**config.mk**
```make
export PLATFORM = sky130hd
export DESIGN_NAME = axi_recorder
export DESIGN_NICKNAME = d
export VERILOG_FILES = /design/src/hw/axi_rr_pkg.sv /design/src/hw/axi_channel_logger.sv /design/src/hw/axi_recorder.sv
export SDC_FILE = /design/constraint.sdc
export NUM_CORES = 1
export LEC_CHECK = 0
export ABC_AREA = 1
export BUFFER_PORTS_ARGS = -buffer_cell sky130_fd_sc_hd__buf_2
export CORE_AREA = 2 2 390 392
export DETAILED_ROUTE_END_ITERATION = 7
export DIE_AREA = 0 0 392 394
export SETUP_SLACK_MARGIN = 0.5
export SYNTH_ARGS = -nofsm -noshare
export SYNTH_HDL_FRONTEND = slang
export SYNTH_SLANG_ARGS = --single-unit
```
**constraint.sdc**
```tcl
create_clock -name clk -period 6.4 [get_ports clk]
set_input_delay 1.28 -clock clk [delete_from_list [all_inputs] [get_ports clk]]
set_output_delay 1.28 -clock clk [all_outputs]
set_load 0.005 [all_outputs]
```
**src/hw/axi_rr_pkg.sv**
```systemverilog
`default_nettype none

package axi_rr_pkg;

   // axi field widths
   localparam int AXI_ID_W   = 6;
   localparam int AXI_ADDR_W = 64;
   localparam int AXI_LEN_W  = 8;
   localparam int AXI_SIZE_W = 3;
   localparam int AXI_DATA_W = 64;
   localparam int AXI_STRB_W = AXI_DATA_W / 8;
   localparam int AXI_RESP_W = 2;

   typedef logic [AXI_ID_W-1:0]   axi_id_t;
   typedef logic [AXI_ADDR_W-1:0] axi_addr_t;
   typedef logic [AXI_LEN_W-1:0]  axi_len_t;
   typedef logic [AXI_SIZE_W-1:0] axi_size_t;
   typedef logic [AXI_DATA_W-1:0] axi_data_t;
   typedef logic [AXI_STRB_W-1:0] axi_strb_t;
   typedef logic [AXI_RESP_W-1:0] axi_resp_t;

   // write address, 81 bits
   typedef struct packed {
      axi_id_t   id;
      axi_addr_t addr;
      axi_len_t  len;
      axi_size_t size;
   } axi_aw_t;

   // read address, same layout as aw
   typedef struct packed {
      axi_id_t   id;
      axi_addr_t addr;
      axi_len_t  len;
      axi_size_t size;
   } axi_ar_t;

   // write data beat, 79 bits
   typedef struct packed {
      axi_id_t   id;
      axi_data_t data;
      axi_strb_t strb;
      logic      last;
   } axi_w_t;

   // write response, 8 bits
   typedef struct packed {
      axi_id_t   id;
      axi_resp_t resp;
   } axi_b_t;

   // read data beat, 73 bits
   typedef struct packed {
      axi_id_t   id;
      axi_data_t data;
      axi_resp_t resp;
      logic      last;
   } axi_r_t;

   // valid bit positions on the master-to-slave log bus
   localparam int M2S_LOGB_CNT = 3;
   localparam int LOGB_AW      = 0;
   localparam int LOGB_W       = 1;
   localparam int LOGB_AR      = 2;

   // valid bit positions on the slave-to-master log bus
   localparam int S2M_LOGB_CNT = 2;
   localparam int LOGB_B       = 0;
   localparam int LOGB_R       = 1;

   typedef struct packed {
      logic [M2S_LOGB_CNT-1:0] valid;
      axi_aw_t                 aw;
      axi_w_t                  w;
      axi_ar_t                 ar;
   } m2s_logb_t;

   typedef struct packed {
      logic [S2M_LOGB_CNT-1:0] valid;
      axi_b_t                  b;
      axi_r_t                  r;
   } s2m_logb_t;

   // register stages between a handshake and its log record
   localparam int LOG_PIPE_DEPTH = 2;

endpackage

`default_nettype wire

```
**src/hw/axi_channel_logger.sv**
```systemverilog
`timescale 1ns/1ps
`default_nettype none

module axi_channel_logger #(
   parameter int PAYLOAD_W = 8
) (
   input  logic                 clk,
   input  logic                 sync_rst_n,

   // upstream side, driven by the source of this channel
   input  logic                 i_in_valid,
   output logic                 o_in_ready,
   input  logic [PAYLOAD_W-1:0] i_in_data,

   // downstream side, towards the sink of this channel
   output logic                 o_out_valid,
   input  logic                 i_out_ready,
   output logic [PAYLOAD_W-1:0] o_out_data,

   // high while the log sink cannot take more records
   input  logic                 i_stall,

   output logic                 o_log_valid,
   output logic [PAYLOAD_W-1:0] o_log_data
);

   localparam int DEPTH = axi_rr_pkg::LOG_PIPE_DEPTH;

   logic                 handshake;
   logic [DEPTH-1:0]     pipe_valid;
   logic [PAYLOAD_W-1:0] pipe_data [DEPTH];

   // pass-through, both directions blocked during a stall
   // so that nothing can complete without being logged
   assign o_out_valid = i_in_valid & ~i_stall;
   assign o_in_ready  = i_out_ready & ~i_stall;
   assign o_out_data  = i_in_data;

   // the source sees o_in_ready, so a transfer completes here
   assign handshake = i_in_valid & o_in_ready;

   // valid shift chain
   always_ff @(posedge clk) begin
      if (!sync_rst_n) begin
         pipe_valid <= '0;
      end else begin
         pipe_valid[0] <= handshake;
         for (int i = 1; i < DEPTH; i++) begin
            pipe_valid[i] <= pipe_valid[i-1];
         end
      end
   end

   // payload chain, a stage only loads when a record moves into it
   always_ff @(posedge clk) begin
      if (handshake) begin
         pipe_data[0] <= i_in_data;
      end
      for (int i = 1; i < DEPTH; i++) begin
         if (pipe_valid[i-1]) begin
            pipe_data[i] <= pipe_data[i-1];
         end
      end
   end

   assign o_log_valid = pipe_valid[DEPTH-1];
   assign o_log_data  = pipe_data[DEPTH-1];

   // no valid may appear downstream while the log sink is almost full
   a_no_valid_in_stall : assert property (
      @(posedge clk) disable iff (!sync_rst_n)
      $rose(o_out_valid) |-> !i_stall
   ) else $error("out valid rose during stall");

   // the source must not see ready while the log sink is almost full
   a_no_ready_in_stall : assert property (
      @(posedge clk) disable iff (!sync_rst_n)
      $rose(o_in_ready) |-> !i_stall
   ) else $error("in ready rose during stall");

   // every completed transfer shows up on the log exactly DEPTH cycles later
   a_log_after_handshake : assert property (
      @(posedge clk) disable iff (!sync_rst_n)
      handshake |-> ##DEPTH o_log_valid
   ) else $error("handshake without log record");

   // and no record appears without a transfer behind it, with its payload
   a_log_has_handshake : assert property (
      @(posedge clk) disable iff (!sync_rst_n)
      o_log_valid |-> ($past(handshake, DEPTH) &&
                       o_log_data == $past(i_in_data, DEPTH))
   ) else $error("log record without matching handshake");

endmodule

`default_nettype wire

```
**src/hw/axi_recorder.sv**
```systemverilog
`timescale 1ns/1ps
`default_nettype none

module axi_recorder (
   input  logic                  clk,
   input  logic                  sync_rst_n,

   // master side, AW
   input  axi_rr_pkg::axi_aw_t   i_m_aw,
   input  logic                  i_m_aw_valid,
   output logic                  o_m_aw_ready,
   // master side, W
   input  axi_rr_pkg::axi_w_t    i_m_w,
   input  logic                  i_m_w_valid,
   output logic                  o_m_w_ready,
   // master side, AR
   input  axi_rr_pkg::axi_ar_t   i_m_ar,
   input  logic                  i_m_ar_valid,
   output logic                  o_m_ar_ready,
   // master side, B
   output axi_rr_pkg::axi_b_t    o_m_b,
   output logic                  o_m_b_valid,
   input  logic                  i_m_b_ready,
   // master side, R
   output axi_rr_pkg::axi_r_t    o_m_r,
   output logic                  o_m_r_valid,
   input  logic                  i_m_r_ready,

   // slave side, AW
   output axi_rr_pkg::axi_aw_t   o_s_aw,
   output logic                  o_s_aw_valid,
   input  logic                  i_s_aw_ready,
   // slave side, W
   output axi_rr_pkg::axi_w_t    o_s_w,
   output logic                  o_s_w_valid,
   input  logic                  i_s_w_ready,
   // slave side, AR
   output axi_rr_pkg::axi_ar_t   o_s_ar,
   output logic                  o_s_ar_valid,
   input  logic                  i_s_ar_ready,
   // slave side, B
   input  axi_rr_pkg::axi_b_t    i_s_b,
   input  logic                  i_s_b_valid,
   output logic                  o_s_b_ready,
   // slave side, R
   input  axi_rr_pkg::axi_r_t    i_s_r,
   input  logic                  i_s_r_valid,
   output logic                  o_s_r_ready,

   // log buses towards the sink
   output axi_rr_pkg::m2s_logb_t o_log_m2s,
   input  logic                  i_log_m2s_almful,
   output axi_rr_pkg::s2m_logb_t o_log_s2m,
   input  logic                  i_log_s2m_almful
);

   logic stall;

   logic                aw_log_valid;
   axi_rr_pkg::axi_aw_t aw_log_data;
   logic                w_log_valid;
   axi_rr_pkg::axi_w_t  w_log_data;
   logic                ar_log_valid;
   axi_rr_pkg::axi_ar_t ar_log_data;
   logic                b_log_valid;
   axi_rr_pkg::axi_b_t  b_log_data;
   logic                r_log_valid;
   axi_rr_pkg::axi_r_t  r_log_data;

   // either sink filling up halts every channel, otherwise a write
   // could be logged on one bus while its response is lost on the other
   assign stall = i_log_m2s_almful | i_log_s2m_almful;

   // master to slave channels

   axi_channel_logger #(
      .PAYLOAD_W ($bits(axi_rr_pkg::axi_aw_t))
   ) aw_logger (
      .clk         (clk),
      .sync_rst_n  (sync_rst_n),
      .i_in_valid  (i_m_aw_valid),
      .o_in_ready  (o_m_aw_ready),
      .i_in_data   (i_m_aw),
      .o_out_valid (o_s_aw_valid),
      .i_out_ready (i_s_aw_ready),
      .o_out_data  (o_s_aw),
      .i_stall     (stall),
      .o_log_valid (aw_log_valid),
      .o_log_data  (aw_log_data)
   );

   axi_channel_logger #(
      .PAYLOAD_W ($bits(axi_rr_pkg::axi_w_t))
   ) w_logger (
      .clk         (clk),
      .sync_rst_n  (sync_rst_n),
      .i_in_valid  (i_m_w_valid),
      .o_in_ready  (o_m_w_ready),
      .i_in_data   (i_m_w),
      .o_out_valid (o_s_w_valid),
      .i_out_ready (i_s_w_ready),
      .o_out_data  (o_s_w),
      .i_stall     (stall),
      .o_log_valid (w_log_valid),
      .o_log_data  (w_log_data)
   );

   axi_channel_logger #(
      .PAYLOAD_W ($bits(axi_rr_pkg::axi_ar_t))
   ) ar_logger (
      .clk         (clk),
      .sync_rst_n  (sync_rst_n),
      .i_in_valid  (i_m_ar_valid),
      .o_in_ready  (o_m_ar_ready),
      .i_in_data   (i_m_ar),
      .o_out_valid (o_s_ar_valid),
      .i_out_ready (i_s_ar_ready),
      .o_out_data  (o_s_ar),
      .i_stall     (stall),
      .o_log_valid (ar_log_valid),
      .o_log_data  (ar_log_data)
   );

   // slave to master channels where the slave is the source

   axi_channel_logger #(
      .PAYLOAD_W ($bits(axi_rr_pkg::axi_b_t))
   ) b_logger (
      .clk         (clk),
      .sync_rst_n  (sync_rst_n),
      .i_in_valid  (i_s_b_valid),
      .o_in_ready  (o_s_b_ready),
      .i_in_data   (i_s_b),
      .o_out_valid (o_m_b_valid),
      .i_out_ready (i_m_b_ready),
      .o_out_data  (o_m_b),
      .i_stall     (stall),
      .o_log_valid (b_log_valid),
      .o_log_data  (b_log_data)
   );

   axi_channel_logger #(
      .PAYLOAD_W ($bits(axi_rr_pkg::axi_r_t))
   ) r_logger (
      .clk         (clk),
      .sync_rst_n  (sync_rst_n),
      .i_in_valid  (i_s_r_valid),
      .o_in_ready  (o_s_r_ready),
      .i_in_data   (i_s_r),
      .o_out_valid (o_m_r_valid),
      .i_out_ready (i_m_r_ready),
      .o_out_data  (o_m_r),
      .i_stall     (stall),
      .o_log_valid (r_log_valid),
      .o_log_data  (r_log_data)
   );

   // pack records onto the two log buses
   always_comb begin
      o_log_m2s = '0;
      o_log_m2s.valid[axi_rr_pkg::LOGB_AW] = aw_log_valid;
      o_log_m2s.valid[axi_rr_pkg::LOGB_W]  = w_log_valid;
      o_log_m2s.valid[axi_rr_pkg::LOGB_AR] = ar_log_valid;
      o_log_m2s.aw = aw_log_data;
      o_log_m2s.w  = w_log_data;
      o_log_m2s.ar = ar_log_data;
   end

   always_comb begin
      o_log_s2m = '0;
      o_log_s2m.valid[axi_rr_pkg::LOGB_B] = b_log_valid;
      o_log_s2m.valid[axi_rr_pkg::LOGB_R] = r_log_valid;
      o_log_s2m.b = b_log_data;
      o_log_s2m.r = r_log_data;
   end

endmodule

`default_nettype wire

```
# Yosys cells after proc, flatten, opt, wreduce, memory -nomap -nowiden
# Memories as Yosys holds them, arrays and structs flattened.
# Cells that the tools add are included.
# totals
ff_bits	10
mem_bits_rw	644
input_bits	336
output_inout_bits	659
memories	5
# memory_table
name	words	width	rd	rd_clocked_by_memory_dff	wr	line	text
ar_logger.pipe_data	2	81	2	0	2	axi_channel_logger.sv:31	logic [PAYLOAD_W-1:0] pipe_data [DEPTH];
aw_logger.pipe_data	2	81	2	0	2	axi_channel_logger.sv:31	
w_logger.pipe_data	2	79	2	0	2	axi_channel_logger.sv:31	
r_logger.pipe_data	2	73	2	0	2	axi_channel_logger.sv:31	
b_logger.pipe_data	2	8	2	0	2	axi_channel_logger.sv:31	
# classes
mux	20
bitwise_logic	17
# op_table
operator	count
$mux W1	20
$and A1 B1 Y1	15
$not A1 Y1	1
$or A1 B1 Y1	1

# Logic depth before layout (Yosys ltp)
# Gate-level depths: netlist (run 1).
# depth
ltp_word	6
depth_mapped	3
depth_no_buf	3

# Cells and area by module
# From an unflattened synthesis (run 1), not the netlist that was laid out.
# hier_totals
cells_unflattened	1361
area_unflattened_um2	24672.4
# modules_own_cells
mod	n_inst	cells_each	area_per_inst_um2
axi_channel_logger at ar_logger ...	2	337	6170.9
axi_channel_logger at w_logger	1	329	6020.8
axi_channel_logger at r_logger	1	305	5570.3
axi_channel_logger at b_logger	1	45	690.7
axi_recorder	1	8	48.8

# Worst setup path before layout (run 1)
# Ideal clock, no wire load.
# synth_path
kind	input port to flip-flop
from	input i_log_s2m_almful
to	memory ar_logger.pipe_data[0][0] in the netlist's numbering, enable pin
setup_ps	435
t_arrival_ps	3081
t_required_ps	5965
slack_ps	2884
path_stages	3
n_path_buf	0
cell_sequence	nor2_4 -> nand3_1 -> inv_1
# synth_rtl
item	line	text
start: declaration	axi_recorder.sv:54	input logic i_log_s2m_almful
end: declaration	axi_channel_logger.sv:31	

# Worst setup path after layout (run 1)
# layout_path
from	input i_log_m2s_almful
to	output o_m_aw_ready
# layout_via
elab_chain_len	3
# layout_rtl
item	line	text
start: declaration	axi_recorder.sv:52	input logic i_log_m2s_almful,
$or A1 B1 Y1	axi_recorder.sv:72	assign stall = i_log_m2s_almful | i_log_s2m_almful;
$not A1 Y1	axi_channel_logger.sv:36	assign o_in_ready = i_out_ready & ~i_stall;
$and A1 B1 Y1	axi_channel_logger.sv:36	
end: declaration	axi_recorder.sv:11	output logic o_m_aw_ready,
# No other way between the ends.

==> metrics.md, run 1 <==
| Metric | Value |
|---|---|
| Power, Total | `approximately 9500 µW` |
| Footprint of the multi-input gates | `about 120 µm²` |
| Type of element capturing the critical path | `primary output` |
| Area Overhead vs Synth | `20.7%` |
| Share of flip-flops with an asynchronous set or reset after synthesis | `0%` |
| Net count after synthesis | `1689` |
| Sequential cell fraction of total power | `51.1%` |
| Clk sink count | `around 650` |
| Highest attainable clock frequency | `a little under 300 MHz` |
| Fill cell total of the finished layout | `~16000` |
| Crit path DAT | `between 2 and 2.5 ns` |
| Final standard cell area without fillers | `about 0.030 mm²` |
| Mean instance size in the synthesized netlist | `18.2 µm²` |
| Final worst-path cycle share | `between 50 and 60%` |
| Global-route wire length before repair | `~120 mm` |
| Synth unique cells | `9` |
| Row count | `around 140` |
| Required time at the worst-slack endpoint | `5.12 ns` |
| Via count | `11900` |
| Die height | `394 µm` |
| Net count, final | `~2100` |
| Post-synthesis instance total | `~1400` |
| CTS clk-pin slew, worst paths | `approximately 0.060 ns` |
| Combined global-route utilization of all metal layers | `12.1%` |
| Outcome | `finished, final reports clean` |
| Residual overflow from global routing | `0` |
| Core Region | `approximately 0.15 mm²` |
| Synth Cell Area | `0.0246 mm²` |
| DP Wirelength | `about 83 mm` |
| Horizontal die dimension | `392 µm` |
| Number of gates resized after CTS | `0` |
| Number of antenna violations at the first check in global routing | `between 40 and 50` |
| Synth Warn # | `0` |
| Setup repair after global routing missed its margin | `false` |
| Post-synthesis sequential area ratio | `between 70% and 80%` |
| Vias in the first global route | `between 10000 and 15000` |
| Top-count cell post-synth | `sky130_fd_sc_hd__buf_4` |
| Areal power density over the cells | `between 300 and 400 mW/mm²` |
| IO Port Bufs | `a little under 1000` |
| Post-Route Utilization | `approximately a fifth` |
| Clock buffer depth | `3` |
| Layout cells sized above 1 | `approximately 61%` |
| Path category of the worst min-delay check | `reg2reg` |
| Antenna-violating nets left | `0` |
| Critical Path Start Type | `input port` |
| Cell Area, Placed | `0.0273 mm²` |
| Switching share of power | `between 20% and 30%` |
| Number of setup buffers added after CTS | `0` |
| Clock Latency Late Sink | `0.65 ns` |
| Maximum vdd ir drop | `between 0.0002 and 0.00025 V` |
| Hold-fix buffers, CTS | `0` |
| Clock period minus worst slack | `roughly 3.4 ns` |
| Power share of the combinational group | `5.3%` |
| Final Hold Vio Count | `0` |
| Static leakage | `approximately 0.011 µW` |
| Largest area contributor in the netlist | `sky130_fd_sc_hd__edfxtp_1` |
| Top post-synthesis cells by area | `sky130_fd_sc_hd__edfxtp_1 79%, sky130_fd_sc_hd__buf_4 20%, sky130_fd_sc_hd__dfxtp_1 0.81%` |
| First-pass iteration count of the detailed router | `7` |
| Seq. cell area | `about 0.020 mm²` |
| Worst Hold Slack | `between 0.3 and 0.4 ns` |
| H-tree depth | `3` |
| Switch Pwr | `slightly above 2000 µW` |
| Highest fanout seen on the critical path | `11` |
| Total I/O pin count | `slightly below 1000` |
| Total count of max-transition violations in the final report | `0` |
| Count of max-cap constraint violations | `0` |
| Root Buffer | `sky130_fd_sc_hd__clkbuf_16` |
| Type of the worst setup path | `in2out` |
| Fin Clk Skew | `0.0215 ns` |
| Leading cell types by count after synthesis | `649 x sky130_fd_sc_hd__buf_4, 644 x sky130_fd_sc_hd__edfxtp_1, 23 x sky130_fd_sc_hd__inv_1` |
| TritonCTS buffer count | `70` |
| Drc violations | `0` |
| Synth top area share | `between 70% and 80%` |
| Setup Viol. Count Final | `0` |
| Clock tree from TritonCTS | `built` |
| Count of routing violations after the opening detailed-route iteration | `968` |
| Synthesized flop and latch total | `between 600 and 700` |
| Sum Neg Setup Slack | `0 ns` |
| Cell internal power dissipation | `between 7000 and 8000 µW` |
| Slew at the pin closest to its max-slew limit | `roughly 0.97 ns` |
| Number of synthesized flops with an enable pin | `~640` |
| DRT Wirelength | `between 90 and 100 mm` |
| Initial standard-cell utilization of the core | `between 10% and 20%` |
| Avg WL per Cell | `25.1 µm` |
| Largest net degree at the start of global routing | `73` |
| Per-cell via count in the routed design | `between 3 and 4` |
| Dominant register cell in the synthesized netlist | `sky130_fd_sc_hd__edfxtp_1` |
| Rel. slew slack | `between 30 and 40%` |
| Relative contribution of the clock network to total power | `a little over two fifths` |
| Placer's final routability congestion estimate | `~0.99` |
| Total Die Area | `~0.15 mm²` |
power groups by stage:
stage / combinational, µW / clock [µW] / sequential, µW
after floorplan: 236 / 0 / 4920
after global routing: 536 / 4380 / 4840
final: 502 / 4120 / 4840
after detailed placement: 523 / 0 / 4930
after global placement: 519 / 0 / 4920
after CTS: 525 / 4240 / 4840
through the flow:
stage	setup WS (ns)	std cells
after floorplan	2.88	1353
after global placement	2.80	3736
after detailed placement	2.75	3736
after CTS	2.95	3860
after global routing	2.93	3861
final	3.03	3877
worst paths after layout:
path,startpoint,to,slack (ns),depth (start not counted)
setup / recovery,i_log_m2s_almful,o_m_aw_ready,3.03,5
hold / removal,w_logger.pipe_data[0][52]$_DFFE_PP_,w_logger.pipe_data[0][131]$_DFFE_PP_,0.40,0
setup reg to reg,w_logger.pipe_valid[0]$_SDFF_PN0_,w_logger.pipe_data[0][96]$_DFFE_PP_,4.56,1
hold reg to reg,w_logger.pipe_data[0][52]$_DFFE_PP_,w_logger.pipe_data[0][131]$_DFFE_PP_,0.40,0
routing by layer:
| metal | vias to the layer above | GRT usage [%] | share of wire (%) |
|---|---|---|---|
| li1 | 5001 | - | - |
| met1 | 5889 | 14.2 | 38 |
| met2 | 819 | 18.9 | 46 |
| met3 | 151 | 6.89 | 14 |
| met4 | 26 | 2.99 | 2.1 |
| met5 | - | 0 | 0.26 |
cells by family (layout without fill, tap and decap cells):
logic type             after synthesis  after routing  synth area share (%)
buffers and inverters              672           1149                  20.1
DFF                                654            654                  79.4
other                                0             17                     0
and+or+nand+nor                     27             27                 0.478
critical path, stage by stage:
cell	delay, ns
sky130_fd_sc_hd__buf_2	0.12
sky130_fd_sc_hd__inv_1	0.06
sky130_fd_sc_hd__nand2_2	0.25
sky130_fd_sc_hd__nor2_1	0.23
sky130_fd_sc_hd__buf_2	0.15
cell usage in the layout (no fill, tap or decap):
cell / n
sky130_fd_sc_hd__bufinv_16: 9
sky130_fd_sc_hd__nand2_1: 5
sky130_fd_sc_hd__clkbuf_1: 13
sky130_fd_sc_hd__nand3_1: 5
sky130_fd_sc_hd__nand2_2: 1
sky130_fd_sc_hd__nor2_4: 1
sky130_fd_sc_hd__edfxtp_1: 644
sky130_fd_sc_hd__inv_16: 2
sky130_fd_sc_hd__clkinv_16: 1
sky130_fd_sc_hd__dfxtp_1: 6
sky130_fd_sc_hd__clkinv_8: 1
sky130_fd_sc_hd__buf_4: 8
sky130_fd_sc_hd__buf_2: 994
sky130_fd_sc_hd__diode_2: 17
sky130_fd_sc_hd__clkinv_4: 2
sky130_fd_sc_hd__inv_6: 1
sky130_fd_sc_hd__clkinv_2: 15
sky130_fd_sc_hd__inv_4: 1
sky130_fd_sc_hd__nor2_1: 15
sky130_fd_sc_hd__clkbuf_8: 1
sky130_fd_sc_hd__clkbuf_16: 71
sky130_fd_sc_hd__inv_1: 19
sky130_fd_sc_hd__clkinv_1: 11
sky130_fd_sc_hd__dfxtp_4: 4
registers in the layout (all words and copies together) (netlist names):
name	flops
ar_logger.pipe_data	162
ar_logger.pipe_valid	2
aw_logger.pipe_data	162
aw_logger.pipe_valid	2
b_logger.pipe_data	16
b_logger.pipe_valid	2
r_logger.pipe_data	146
r_logger.pipe_valid	2
w_logger.pipe_data	158
w_logger.pipe_valid	2
layout make-up:
class / count / share of cell area, %
multi-input combinational: 27 / 0.396
inverter: 23 / 0.312
clock inverter: 39 / 1.63
clock buffer: 85 / 6.19
sequential: 654 / 65.8
timing repair buffer: 1002 / 16.9
antenna: 17 / 0.143
tap: 2030 / 8.55
Note: power is estimated with default switching activity, not from simulation.
==> run 2, diff against run 1 <==
ABC_AREA = 0   (was 1)
clock period = 3.2 ns   (was 6.4 ns; I/O delays follow)
==> metrics.md, run 2 <==
| Metric | Value |
|---|---|
| Hold-fix buffers, CTS | `0 (unchanged)` |
| Power, Total | `18900 µW (+100%)` |
| Largest area contributor in the netlist | `sky130_fd_sc_hd__edfxtp_1` |
| Net count after synthesis | `1671 (-1.1%)` |
| Area Overhead vs Synth | `21.7%` |
| Number of synthesized flops with an enable pin | `644 (unchanged)` |
| Kind of cell adding the most delay to the critical path | `simple AND/OR/NAND/NOR gates` |
| Clock Latency Late Sink | `0.65 ns (about the same)` |
| Outcome | `finished, violations left` |
| Residual overflow from global routing | `0 (unchanged)` |
| IO Port Bufs | `994 (unchanged)` |
| Total I/O pin count | `995 (unchanged)` |
| Number of antenna violations at the first check in global routing | `54 (+29%)` |
| Count of max-cap constraint violations | `0 (unchanged)` |
| Required time at the worst-slack endpoint | `2.56 ns (-2.56 ns)` |
| Dominant register cell in the synthesized netlist | `sky130_fd_sc_hd__edfxtp_1` |
| Final Hold Vio Count | `0 (unchanged)` |
| Synth Cell Area | `0.0246 mm² (-0.12%)` |
| Most common cell type on the critical path | `sky130_fd_sc_hd__buf_2` |
| Type of the worst setup path | `in2out` |
| Global-route wire length before repair | `123 mm (+3.0%)` |
| Row count | `143 (unchanged)` |
| Mean instance size in the synthesized netlist | `18.4 µm² (+1.2%)` |
| Critical Path Start Type | `input port` |
| Horizontal die dimension | `392 µm (unchanged)` |
| Top-count cell post-synth | `sky130_fd_sc_hd__buf_4` |
| Cell breakdown of the critical path | `buf_2 > nor2_1 > buf_4 > and2_1 > buf_2` |
| Combined global-route utilization of all metal layers | `12.6% (+0.45 points)` |
| Final worst-path cycle share | `around 80%` |
| Most common cell after layout, fill and taps aside | `sky130_fd_sc_hd__buf_2` |
| Highest attainable clock frequency | `slightly below 400 MHz` |
| Initial standard-cell utilization of the core | `16.3% (-0.020 points)` |
| Largest net degree at the start of global routing | `83 (+14%)` |
| Layout cells sized above 1 | `61.9% (+1.2 points)` |
| Total Die Area | `0.154 mm² (unchanged)` |
| Most frequent cells in the layout | `994 x sky130_fd_sc_hd__buf_2, 644 x sky130_fd_sc_hd__edfxtp_1, 72 x sky130_fd_sc_hd__clkbuf_16` |
| Count of routing violations after the opening detailed-route iteration | `965 (-0.31%)` |
| Antenna-violating nets left | `0 (unchanged)` |
| Crit path DAT | `1.92 ns (-0.17 ns)` |
| Die height | `394 µm (unchanged)` |
| Placer's final routability congestion estimate | `0.999 (+1.3%)` |
| Number of gates resized after CTS | `0 (unchanged)` |
| Crit-path max cell delay | `0.36 ns (+0.11 ns)` |
| Synth Warn # | `0 (unchanged)` |
| Crit-path slowest cell | `sky130_fd_sc_hd__and2_1` |
| First-pass iteration count of the detailed router | `8 (+1)` |
| Fill cell total of the finished layout | `16200 (-0.031%)` |
| DRT Wirelength | `101 mm (+3.9%)` |
| Post-Route Utilization | `19.9% (+0.14 points)` |
| Via count | `12200 (+2.6%)` |
| Setup Viol. Count Final | `0 (unchanged)` |
| Avg WL per Cell | `26.1 µm (+3.9%)` |
| Drc violations | `9 (+9)` |
| Core Region | `0.151 mm² (unchanged)` |
| CTS clk-pin slew, worst paths | `0.06 ns (about the same)` |
| Static leakage | `0.0112 µW (-0.44%)` |
| DP Wirelength | `85.6 mm (+2.9%)` |
| Clock buffer depth | `3 (unchanged)` |
| Maximum vdd ir drop | `0.000455 V (+100%)` |
| Top post-synthesis cells by area | `sky130_fd_sc_hd__edfxtp_1 79%, sky130_fd_sc_hd__buf_4 20%, sky130_fd_sc_hd__dfxtp_1 0.81%` |
| Fin Clk Skew | `0.0411 ns (+0.0196 ns)` |
| Root Buffer | `sky130_fd_sc_hd__clkbuf_16` |
| Synth top area share | `78.7% (+0.096 points)` |
| Total count of max-transition violations in the final report | `0 (unchanged)` |
| Highest fanout seen on the critical path | `7 (-4)` |
| Worst Hold Slack | `0.165 ns (-0.234 ns)` |
| Per-cell via count in the routed design | `3.14 (+2.6%)` |
| Share of flip-flops with an asynchronous set or reset after synthesis | `0% (unchanged)` |
| Path category of the worst min-delay check | `in2reg` |
| Type of element capturing the critical path | `primary output` |
| Buffers plus inverters on the worst setup path | `3 (unchanged)` |
| Synthesized flop and latch total | `654 (unchanged)` |
| Top flop regs | `ar_logger.pipe_data x162, aw_logger.pipe_data x162, w_logger.pipe_data x158` |
| Vias in the first global route | `11500 (+0.61%)` |
| Clock period minus worst slack | `approximately 2.6 ns` |
| Setup repair after global routing missed its margin | `false` |
| H-tree depth | `3 (unchanged)` |
| Rel. slew slack | `26.0% (-9.4 points)` |
| Number of setup buffers added after CTS | `0 (unchanged)` |
| Sum Neg Setup Slack | `0 ns (unchanged)` |
| Net count, final | `2106 (-0.38%)` |
| Post-synthesis sequential area ratio | `79.5% (+0.097 points)` |
| Areal power density over the cells | `631 mW/mm² (+98%)` |
| Post-synthesis instance total | `1335 (-1.3%)` |
| Clock tree from TritonCTS | `built` |
| Slew at the pin closest to its max-slew limit | `1.11 ns (+0.141 ns)` |
| Synth unique cells | `9 (unchanged)` |
| Leading cell types by count after synthesis | `649 x sky130_fd_sc_hd__buf_4, 644 x sky130_fd_sc_hd__edfxtp_1, 15 x sky130_fd_sc_hd__and2_1` |
| Violations in the final reports | `DRC` |
| TritonCTS buffer count | `71 (+1.4%)` |
| Clk sink count | `654 (unchanged)` |
==> run 2: path summary, 6_finish.rpt <==
kind | end | startpoint | cells past startpoint | slack [ns]
setup / recovery | o_m_r_valid | i_log_s2m_almful | 5 | 0.64
hold / removal | r_logger.pipe_data[0][14]$_DFFE_PP_ | i_s_r[14] | 1 | 0.17
setup reg to reg | r_logger.pipe_data[0][121]$_DFFE_PP_ | r_logger.pipe_valid[0]$_SDFF_PN0_ | 0 | 1.67
hold reg to reg | ar_logger.pipe_data[0][132]$_DFFE_PP_ | ar_logger.pipe_data[0][51]$_DFFE_PP_ | 0 | 0.39
==> run 2: stage by stage <==
stage,instance area (µm²),std cells,setup WS (ns)
after floorplan,24700,1335,0.128
final,29900,3878,0.639
after CTS,29900,3856,0.724
after global placement,27600,3727,0.742
after global routing,29900,3862,0.602
after detailed placement,27600,3727,0.723
==> run 2: area by class of cell <==
type / instances / area, µm² / share of cell area [%]
Clock buffer: 88 / 1860 / 6.22
Sequential cell: 654 / 19600 / 65.4
Multi-Input combinational cell: 32 / 289 / 0.966
Tap cell: 2030 / 2540 / 8.49
Timing Repair Buffer: 1011 / 5190 / 17.3
Clock inverter: 41 / 429 / 1.43
Antenna cell: 22 / 55.1 / 0.184
==> run 2: report_power, final <==
group          switching (µW)  internal, µW
logic                     700           355
registers                68.8          9610
clock network            3420          4740
==> run 2: cells by family (layout without fill, tap and decap cells) <==
logic type / Yosys count / count (layout) / synth area share, %
buffers and inverters: 649 / 1140 / 19.8
flip-flops: 654 / 654 / 79.5
other: 0 / 22 / 0
AND/OR/NAND/NOR: 32 / 32 / 0.707
==> run 2: per-layer routing <==
metal | routed length [µm] | track usage [%] | part of all wire, %
met5 | 242 | 0 | 0.24
met4 | 2280 | 3.63 | 2.3
met3 | 14500 | 7.37 | 14
met2 | 45900 | 19.4 | 45
met1 | 38300 | 14.5 | 38
==> run 3, diff against run 2 <==
clock period = 2.4 ns   (was 3.2 ns; I/O delays follow)
==> metrics.md, run 3 (synthesis results as in run 2) <==
| Metric | Value |
|---|---|
| DRT Wirelength | `105 mm (+4.1%)` |
| DP Wirelength | `86.6 mm (+1.2%)` |
| Static leakage | `0.0123 µW (+9.9%)` |
| Critical Path Start Type | `input port` |
| Top flop regs | `ar_logger.pipe_data x162, aw_logger.pipe_data x162, w_logger.pipe_data x158` |
| Setup Viol. Count Final | `0 (unchanged)` |
| Count of max-cap constraint violations | `0 (unchanged)` |
| Fill cell total of the finished layout | `15900 (-1.8%)` |
| Die height | `394 µm (unchanged)` |
| Total Die Area | `0.154 mm² (unchanged)` |
| Antenna-violating nets left | `0 (unchanged)` |
| Drc violations | `0 (-9)` |
| Root Buffer | `sky130_fd_sc_hd__clkbuf_16` |
| Final worst-path cycle share | `80.8%` |
| Total count of max-transition violations in the final report | `0 (unchanged)` |
| Clock period minus worst slack | `between 1.5 and 2 ns` |
| Cell breakdown of the critical path | `dlygate4sd3_1 > buf_2 > buf_2` |
| Met2 demand-to-capacity share in global routing | `20.0% (+0.54 points)` |
| Largest net degree at the start of global routing | `82 (-1.2%)` |
| Avg WL per Cell | `25.6 µm (-2.1%)` |
| Area Overhead vs Synth | `32.1%` |
| Number of cells on the worst reg-to-reg path | `1 (+1)` |
| Clock Latency Late Sink | `0.66 ns (about the same)` |
| Maximum vdd ir drop | `0.000691 V (+52%)` |
| Most common cell type on the critical path | `sky130_fd_sc_hd__buf_2` |
| CTS clk-pin slew, worst paths | `0.05 ns (about the same)` |
| Crit-path slowest cell | `sky130_fd_sc_hd__dlygate4sd3_1` |
| Setup ws final | `0.461 ns (-0.179 ns)` |
| Met3 global-route usage | `6.01% (-1.4 points)` |
| Setup repair after global routing missed its margin | `false` |
| Layout cells sized above 1 | `54.6% (-7.3 points)` |
| Residual overflow from global routing | `0 (unchanged)` |
| Core Region | `0.151 mm² (unchanged)` |
| Footprint of the multi-input gates | `297 µm² (+2.6%)` |
| Clk sink count | `654 (unchanged)` |
| Clock tree from TritonCTS | `built` |
| Horizontal die dimension | `392 µm (unchanged)` |
| Met1 Track Usage GR | `16.0% (+1.5 points)` |
| Layer with the highest usage after global routing | `met2` |
| Final Hold Vio Count | `0 (unchanged)` |
| Row count | `143 (unchanged)` |
| Net count, final | `2362 (+12%)` |
| Seq. cell area | `0.0196 mm² (unchanged)` |
| Crit-path max cell delay | `0.67 ns (+0.31 ns)` |
| Highest attainable clock frequency | `just over 500 MHz` |
| Fin Clk Skew | `0.0288 ns (-0.0123 ns)` |
| Crit path DAT | `1.46 ns (-0.46 ns)` |
| Placer's final routability congestion estimate | `1.02 (+1.9%)` |
| TritonCTS buffer count | `71 (unchanged)` |
| Initial standard-cell utilization of the core | `16.3% (unchanged)` |
| Post-place setup slack | `0.324 ns (-0.399 ns)` |
| Per-cell via count in the routed design | `3.17 (+0.75%)` |
| IO Port Bufs | `994 (unchanged)` |
| First-pass iteration count of the detailed router | `4 (-4)` |
| Type of element capturing the critical path | `primary output` |
| Required time at the worst-slack endpoint | `1.92 ns (-0.64 ns)` |
| Path category of the worst min-delay check | `in2reg` |
| Type of the worst setup path | `in2out` |
| Number of antenna violations at the first check in global routing | `33 (-39%)` |
| Areal power density over the cells | `780 mW/mm² (+24%)` |
| Clock buffer depth | `3 (unchanged)` |
| Highest fanout seen on the critical path | `2 (-5)` |
| H-tree depth | `3 (unchanged)` |
| Worst Hold Slack | `0.0711 ns (-0.0941 ns)` |
| Rel. slew slack | `53.7% (+28 points)` |
| Via count | `13100 (+7.1%)` |
| Vias in the first global route | `13000 (+13%)` |
| Outcome | `finished, final reports clean` |
| Hold path depth | `1 (unchanged)` |
| Count of routing violations after the opening detailed-route iteration | `999 (+3.5%)` |
| Total I/O pin count | `995 (unchanged)` |
| Slew at the pin closest to its max-slew limit | `0.693 ns (-0.417 ns)` |
| Combined global-route utilization of all metal layers | `13.1% (+0.59 points)` |
| Global-route wire length before repair | `130 mm (+6.0%)` |
| Most frequent cells in the layout | `983 x sky130_fd_sc_hd__buf_2, 644 x sky130_fd_sc_hd__edfxtp_1, 240 x sky130_fd_sc_hd__dlygate4sd3_1` |
| Most common cell after layout, fill and taps aside | `sky130_fd_sc_hd__buf_2` |
-- run 3: what timing repair did --
item,in CTS,in global routing
gates resized for setup,3,16
setup endpoints to repair,10,16
cloned,0,0
hold buffers,245,0
pin swaps,0,0
buffers inserted,0,0
endpoints found under the hold margin,245,0
-- run 3: report_power, final --
part	switching, µW	internal [µW]
combinational	1030	753
clock	4640	6030
sequential	94.0	12800
total	5770	19600
-- run 3: worst paths after layout --
check,start,to,slack [ns]
setup / recovery,i_m_aw[29],o_s_aw[29],0.46
hold / removal,i_m_ar[1],ar_logger.pipe_data[0][1]$_DFFE_PP_,0.07
setup reg to reg,ar_logger.pipe_valid[0]$_SDFF_PN0_,ar_logger.pipe_data[0][138]$_DFFE_PP_,0.91
hold reg to reg,aw_logger.pipe_data[0][11]$_DFFE_PP_,aw_logger.pipe_data[0][92]$_DFFE_PP_,0.41
-- run 3: through the flow --
stage	instances	power (µW)	setup TNS (ns)	utilization [%]	instance area [µm²]
floorplan	1335	13800	-143.17	-	24700
global placement	3738	14600	0	18.4	27700
detailed placement	3738	14600	0	18.4	27700
CTS	4108	25700	0	21.5	32400
global route	4111	26200	0	21.5	32500
finish	4122	25400	0	21.6	32500
-- run 3: critical path: cells and delay by family --
| family | cells | cell delay, ns |
|---|---|---|
| buffers and inverters | 3 | 0.98 |
-- run 3: area by class of cell --
type	instances	area share, %
Sequential cell	654	60.2
Timing Repair Buffer	1267	24.1
Tap cell	2030	7.82
Clock buffer	89	5.74
Clock inverter	36	1.17
Multi-Input combinational cell	32	0.913
Antenna cell	14	0.108
-- run 3: per-layer routing --
| metal | routed length, µm | share of wire, % |
|---|---|---|
| met5 | 92 | 0.087 |
| met2 | 47100 | 45 |
| met3 | 12300 | 12 |
| met4 | 3750 | 3.6 |
| met1 | 42200 | 40 |
